<file path="src/hw/valu_cfg_pkg.sv">
`default_nettype none

package valu_cfg_pkg;

    localparam int data_w   = 64;
    localparam int addr_w   = 32;
    localparam int vl_w     = 8;
    localparam int be_w     = data_w / 8;
    localparam int off_w    = 8;
    localparam int pipe_lat = 3;   // decode, unit, response

    typedef logic [data_w-1:0] data_t;
    typedef logic [addr_w-1:0] addr_t;
    typedef logic [vl_w-1:0]   vl_t;
    typedef logic [be_w-1:0]   be_t;
    typedef logic [off_w-1:0]  off_t;
    typedef logic [1:0]        sew_t;  // 0:8b 1:16b 2:32b 3:64b

endpackage

`default_nettype wire

</file>
<file path="src/hw/valu_op_pkg.sv">
`default_nettype none

package valu_op_pkg;

    typedef logic [5:0] func_t;
    typedef logic [2:0] mnr_t;

    localparam mnr_t mnr_mvv = 3'd2;   // reductions live here

    // elementwise codes, any op-minor except mvv
    localparam func_t func_add  = 6'b000000;
    localparam func_t func_sub  = 6'b000010;
    localparam func_t func_rsub = 6'b000011;
    localparam func_t func_minu = 6'b000100;
    localparam func_t func_min  = 6'b000101;
    localparam func_t func_maxu = 6'b000110;
    localparam func_t func_max  = 6'b000111;
    localparam func_t func_and  = 6'b001001;
    localparam func_t func_or   = 6'b001010;
    localparam func_t func_xor  = 6'b001011;
    localparam func_t func_move = 6'b010111;

    typedef enum logic [2:0] {
        arith_add, arith_sub, arith_rsub, arith_minu, arith_min, arith_maxu, arith_max
    } arith_op_t;

    typedef enum logic [1:0] {logic_and, logic_or, logic_xor, logic_move} logic_op_t;

    // values equal func_id[2:0] of the reduction codes
    typedef enum logic [2:0] {
        red_sum, red_and, red_or, red_xor, red_minu, red_min, red_maxu, red_max
    } red_op_t;

endpackage

`default_nettype wire

</file>
<file path="src/hw/valu_logic.sv">
`timescale 1ns/1ps
`default_nettype none

module valu_logic import valu_cfg_pkg::*, valu_op_pkg::*; (
    input  wire logic      clk,
    input  wire logic      rst,
    input  wire logic      in_valid,
    input  wire logic_op_t in_op,
    input  wire data_t     in_data0,
    input  wire data_t     in_data1,
    output logic           out_valid,
    output data_t          out_data
);

    data_t res;

    always_comb begin
        case (in_op)
            logic_and: res = in_data0 & in_data1;
            logic_or:  res = in_data0 | in_data1;
            logic_xor: res = in_data0 ^ in_data1;
            default:   res = in_data0;   // vmv.v, scalar or vector source
        endcase
    end

    always_ff @(posedge clk) begin
        if (rst) begin
            out_valid <= 1'b0;
            out_data  <= '0;
        end else begin
            out_valid <= in_valid;
            out_data  <= in_valid ? res : '0;
        end
    end

endmodule

`default_nettype wire

</file>
<file path="config.mk">
export PLATFORM = sky130hd
export DESIGN_NAME = valu_logic
export DESIGN_NICKNAME = d
export VERILOG_FILES = /design/src/hw/valu_cfg_pkg.sv /design/src/hw/valu_op_pkg.sv /design/src/hw/valu_logic.sv
export SDC_FILE = /design/constraint.sdc
export NUM_CORES = 1
export LEC_CHECK = 0
export BUFFER_PORTS_ARGS = -buffer_cell sky130_fd_sc_hd__buf_2
export CELL_PAD_IN_SITES_DETAIL_PLACEMENT = 0
export CELL_PAD_IN_SITES_GLOBAL_PLACEMENT = 1
export CORE_MARGIN = 2
export CORE_UTILIZATION = 30
export CTS_CLUSTER_DIAMETER = 50
export CTS_CLUSTER_SIZE = 10
export DETAILED_ROUTE_END_ITERATION = 6
export GPL_ROUTABILITY_DRIVEN = 0
export PLACE_DENSITY = 0.75
export SYNTH_ARGS = -nofsm -noshare
export SYNTH_HDL_FRONTEND = slang
export SYNTH_SLANG_ARGS = --single-unit
</file>
<file path="constraint.sdc">
create_clock -name clk -period 1.2 [get_ports clk]
set_clock_uncertainty 0.1 [all_clocks]
set_input_delay 0 -clock clk [delete_from_list [all_inputs] [get_ports clk]]
set_output_delay 0 -clock clk [all_outputs]
set_load 0.02 [all_outputs]
</file>
==> key figures, run 1 <==
Clock tree
  – Root Buffer: clkbuf_16
  – Num CTS Buffers: 9
  – Max clock buf depth: 2
  – Clk slew on worst S/H paths: about 0.05 ns
  – # H-tree levels: 3
  – Setup repair bufs after CTS: 0
  – CTS tree: built
  – CTS sink cnt: 65

Logic synthesis
  – Synth cell types: 17
  – Post-synth top area share: 0.300
  – Post-Syn Area: 5340 um^2
  – Syn Area/Cell: 8.70 um^2
  – Post-synth ARST share: 0
  – Post-synth EDFFs: 0
  – Commonest cells post-synth: inv_1 (135), ha_1 (128), mux2i_1 (71), dfxtp_1 (65), o22ai_1 (64)
  – Prevailing post-synth register cell: dfxtp_1
  – Syn Nets: between 800 and 900
  – Synth Instances: 614
  – Most common cell in the synthesized netlist: inv_1
  – Synthesis Warnings: 0
  – Synth top area cells: ha_1 (30%), dfxtp_1 (24%), mux2i_1 (13%)
  – Leading area contributor after synthesis: ha_1
  – Seq/Total Area, Yosys: 0.244
  – #FFs+latches synth: 65

Timing
  – Hold slack: 0.0129 ns
  – Final Hold Vio Count: 0
  – Tmin final: ~1.1 ns
  – FMAX: ~880 MHz
  – Post-route setup TNS: 0 ns
  – Slew HR: 0.822
  – RSZ-0062 raised after global routing: false
  – Count of final max-slew check failures: 0
  – Final critical-path share of the clock period: 0.945
  – Final Worst Setup Slack: about 0.066 ns
  – Worst Tran Pin Value: 0.265 ns
  – Final setup violation count: 0

Drt
  – Via count: 4837
  – Vias per inst: 4.36
  – Total Routed Length: 13900 um
  – DRC Markers: 0
  – Initial drt markers: ~130
  – Post-route ant nets: 0
  – Drt first pass iters: 4
  – Wire length per cell: 12.5 um

GRT
  – Initial antenna violation count: 0
  – Largest net degree at the start of global routing: 56
  – First-pass GRT wire length: 20100 um
  – Vias in the first global route: 4408
  – All-Layer GR Usage: 0.134
  – Overflow after GRT: 0

Final layout
  – Final #Nets: 1144
  – Fill cells: 1709
  – Antenna Cells: 0
  – Layout area overhead: 43.4%
  – Layout cells sized above 1: 0.259
  – Final Instance Area: ~7700 um^2

Power and ir drop
  – Pwr dens: 845 nW/um^2
  – Leakage: 4.40 nW
  – Max VDD drop: 0.000631 V
  – Tot Pwr: around 6.5 mW

Critical path
  – CP required: 1.31 ns
  – Worst-path fanout max: 3
  – Crit. End Element: register
  – Setup Crit Path Kind: in -> reg
  – Crit start category: input pin
  – Critical Path AT: between 1 and 1.5 ns

Die
  – Ports: 198
  – # rows: 48
  – Core Region: 17400 um^2
  – Die area: 18900 um^2
  – Die Height: 137 um
  – DIE WIDTH: roughly 140 um
  – Starting density of the core: 0.308

Place
  – Placed cell areas: 6490 um^2
  – Port bufs: 197
  – DP HPWL: 9440 um
  – Pre-CTS setup slack: 0.156 ns

Flow run
  – Max cap viols: 0

Min path
  – Min-Delay Path Class: in -> reg

Run status
  – Outcome: complete, no violations
-- path summary, 6_finish.rpt --
kind                      endpoint    startpoint  cells past startpoint
worst max-delay path  out_data[56]  in_data0[56]                      6
worst min-delay path  out_data[30]  in_data1[30]                      4
-- worst max-delay path, stage by stage --
cell and delay (ns):
dlygate4sd3_1 0.54, buf_2 0.13, inv_1 0.04, ha_1 0.28
mux2i_1 0.16, o22ai_2 0.09
-- placed cells by master, fill, tap and decap left out, types with 3 or more instances in the layout --
cell	count
buf_4	6
dfxtp_1	65
buf_2	195
buf_12	6
dlygate4sd3_1	78
nand2_1	57
o22ai_2	3
inv_1	135
ha_1	128
mux2i_1	71
o22ai_1	61
clkbuf_16	12
o21ai_0	57
-- report_power, final --
part | switching (mW) | total, mW | internal, mW
clock network | 0.923 | 2.34 | 1.42
registers | 0.0330 | 2.33 | 2.29
logic | 0.929 | 1.80 | 0.875
-- repair_timing --
item,CTS,global route
hold buffers,80,0
endpoints found under the hold margin,65,0
endpoints found under the setup margin,0,12
resized for setup,0,8
-- cell type report --
cell class / instances / area (um^2) / share of cell area
tap: 225 / 282 / 0.0368
inverter: 135 / 507 / 0.0662
multi-input combinational: 380 / 3270 / 0.427
sequential: 65 / 1300 / 0.170
clock buffer: 12 / 246 / 0.0322
timing repair buffer: 292 / 2050 / 0.267
clock inverter: 1 / 5.00 / 0.000653
-- flip-flops by register name (all words and copies together) (netlist names) --
| name | cells |
|---|---|
| out_data | 64 |
| out_valid | 1 |
-- kinds of logic after synthesis --
kind of cell / share of synthesized area
mux: 0.133
flops: 0.244
simple gates: 0.0450
buf+inv: 0.150
compound gates: 0.128
fa+ha+maj: 0.300
-- per-layer routing --
metal,routed length (um),global-route usage,up-vias
met1,6130,0.161,2162
met2,6580,0.228,114
li1,-,-,2548
met5,0,0,-
met4,144,0.0378,0
met3,1020,0.0434,13
-- per-stage QoR --
stage,cells,utilization
floorplan,614,-
global placement,1014,0.374
CTS,1107,0.434
finish,1110,0.441
global route,1110,0.441
detailed placement,1014,0.374
(Power assumes the default switching activity.)
==> inputs of run 2 (changes only) <==
--- a/config.mk
+++ b/config.mk
@@ -6,15 +6,13 @@
 export NUM_CORES = 1
 export LEC_CHECK = 0
 export BUFFER_PORTS_ARGS = -buffer_cell sky130_fd_sc_hd__buf_2
-export CELL_PAD_IN_SITES_DETAIL_PLACEMENT = 0
-export CELL_PAD_IN_SITES_GLOBAL_PLACEMENT = 1
 export CORE_MARGIN = 2
 export CORE_UTILIZATION = 30
 export CTS_CLUSTER_DIAMETER = 50
 export CTS_CLUSTER_SIZE = 10
 export DETAILED_ROUTE_END_ITERATION = 6
 export GPL_ROUTABILITY_DRIVEN = 0
-export PLACE_DENSITY = 0.75
+export PLACE_DENSITY = 0.59
 export SYNTH_ARGS = -nofsm -noshare
 export SYNTH_HDL_FRONTEND = slang
 export SYNTH_SLANG_ARGS = --single-unit
==> run 2 against run 1 <==
Clock-buffer cell count up 1. First-iteration DRC count decreased by 20%. Global-route usage grew 0.79 points. Total power increased by 4.8%. Setup slack worse by 0.049 ns. Combinational power about the same. Final cell count rose by 0.63%. Routed wire length is 5.4% lower. Critical path depth is 2 lower. Core utilization up 0.19 points. Sequential power is essentially flat. Critical endpoint is now out_valid.
==> key figures, run 2 (synthesis results as in run 1) <==
Flow run
  – Max cap viols: 0 (unchanged)

Critical path
  – Critical Path AT: 1.37 ns (+0.13 ns)
  – Crit. End Element: register
  – Crit start category: input pin
  – Worst-path fanout max: 3 (unchanged)
  – CP Depth: 4 (-2)
  – Slowest stage cell, crit path: dlygate4sd3_1
  – Worst path most repeated cell: dlygate4sd3_1
  – CP cell instances: dlygate4sd3_1, buf_2, nor2b_4, dlygate4sd3_1
  – CP peak stage delay: 0.56 ns (+0.02 ns)
  – CP required: 1.38 ns (+0.07 ns)
  – Delay-heaviest family, CP: buffers and inverters
  – Buf/Inv on CP: 3 (unchanged)
  – Setup Crit Path Kind: in -> reg

Die
  – Ports: 198 (unchanged)
  – Core Region: 17400 um^2 (unchanged)
  – Die area: 18900 um^2 (unchanged)
  – DIE WIDTH: 137 um (unchanged)
  – Starting density of the core: 0.308 (unchanged)
  – # rows: 48 (unchanged)
  – Die Height: 137 um (unchanged)

Clock tree
  – # H-tree levels: 3 (unchanged)
  – Setup repair bufs after CTS: 0 (unchanged)
  – Clk slew on worst S/H paths: 0.06 ns (about the same)
  – Max clock buf depth: 2 (unchanged)
  – Num CTS Buffers: 9 (unchanged)
  – CTS tree: built
  – Root Buffer: clkbuf_16
  – CTS sink cnt: 65 (unchanged)

Power and ir drop
  – Max VDD drop: 0.000634 V (+0.42%)
  – Pwr dens: 882 nW/um^2 (+4.4%)
  – Leakage: 4.37 nW (-0.53%)

GRT
  – All-Layer GR Usage: 0.142 (+0.00795)
  – Largest net degree at the start of global routing: 70 (+25%)
  – First-pass GRT wire length: 20900 um (+3.7%)
  – Overflow after GRT: 0 (unchanged)
  – Initial antenna violation count: 1 (+1)
  – Vias in the first global route: 4595 (+4.2%)

Place
  – Port bufs: 197 (unchanged)
  – Pre-CTS setup slack: 0.184 ns (+0.0281 ns)
  – DP Cell Count: 1014 (unchanged)
  – DP HPWL: 9270 um (-1.8%)

Timing
  – Final setup violation count: 0 (unchanged)
  – Count of final max-slew check failures: 0 (unchanged)
  – RSZ-0062 raised after global routing: false
  – Final critical-path share of the clock period: 0.986 (+0.0407)
  – Post-route setup TNS: 0 ns (unchanged)
  – Worst Tran Pin Value: 0.372 ns (+0.106 ns)
  – Slew HR: 0.752 (-0.0702)
  – Final Worst Setup Slack: 0.0169 ns (-0.0488 ns)
  – Final Hold Vio Count: 0 (unchanged)
  – Tmin final: 1.18 ns (+0.0488 ns)
  – FMAX: 845 MHz (-4.1%)

Drt
  – Wire length per cell: 11.8 um (-6.0%)
  – DRC Markers: 0 (unchanged)
  – Post-route ant nets: 0 (unchanged)
  – Total Routed Length: 13100 um (-5.4%)
  – Vias per inst: 4.44 (+1.8%)
  – Via count: 4956 (+2.5%)
  – Initial drt markers: 106 (-20%)
  – Drt first pass iters: 4 (unchanged)

Run status
  – Outcome: complete, no violations

Final layout
  – Post-route insts no fill: 1117 (+0.63%)
  – Commonest cells after routing, fill and taps aside: buf_2 (196), inv_1 (135), ha_1 (128), dlygate4sd3_1 (86), mux2i_1 (71)
  – Most common cell after layout, fill and taps aside: buf_2
  – Most flops, register: out_data
  – Layout area overhead: 44.0%
  – Final #Nets: 1147 (+0.26%)
  – Layout cells sized above 1: 0.259 (+0.000502)
  – Biggest regs: out_data x64, out_valid x1
  – Largest register FFs: 64 (unchanged)

Min path
  – Min-Delay Path Class: in -> reg
  – Hold depth: 4 (unchanged)
run 2: worst paths after layout:
check          from           end  slack [ns]
max             rst     out_valid        0.02
min    in_data1[19]  out_data[19]       0.003
run 2: area by class of cell:
cell class	instances	area, um^2
fillers	1672	9670
multi-input cells	380	3280
repair buffers	295	2030
flip-flops and latches	65	1300
inverters	135	507
well taps	225	282
clock buffers	13	250
clock inverters	3	40.0
diodes	1	2.50
run 2: metal layers:
layer	up-vias	global-route usage	part of all wire	wire length [um]
met2	128	0.258	0.49	6440
met3	16	0.0592	0.077	1020
li1	2555	-	-	-
met4	0	0.0430	0.018	230
met5	-	0	0	0
met1	2257	0.148	0.41	5440
run 2: worst min-delay path: stages:
cell,delay (ns)
buf_2,0.09
ha_1,0.12
o21ai_0,0.08
o22ai_1,0.11
run 2: per-stage QoR:
| stage | power [mW] | hold slack [ns] | util | cell area (um^2) |
|---|---|---|---|---|
| after global routing | 7.24 | 0.0217 | 0.443 | 7690 |
| after CTS | 6.89 | 0.000147 | 0.441 | 7650 |
| after floorplan | 3.36 | -0.0255 | - | 5340 |
| final | 6.78 | 0.00254 | 0.443 | 7690 |
| after detailed placement | 3.94 | 0.105 | 0.374 | 6500 |
| after global placement | 3.92 | 0.103 | 0.374 | 6500 |
run 2: what timing repair did:
action                                  in CTS  in global routing
hold buffers                                86                  0
endpoints found under the setup margin       0                  4
resized for setup                            0                  6
hold endpoints to repair                    65                  0
run 2: where the power goes:
group	total [mW]	internal, mW	switching [mW]
Sequential	2.33	2.29	0.0354
Combinational	1.79	0.873	0.918
Clock	2.66	1.66	1.00
Total	6.78	4.83	1.96
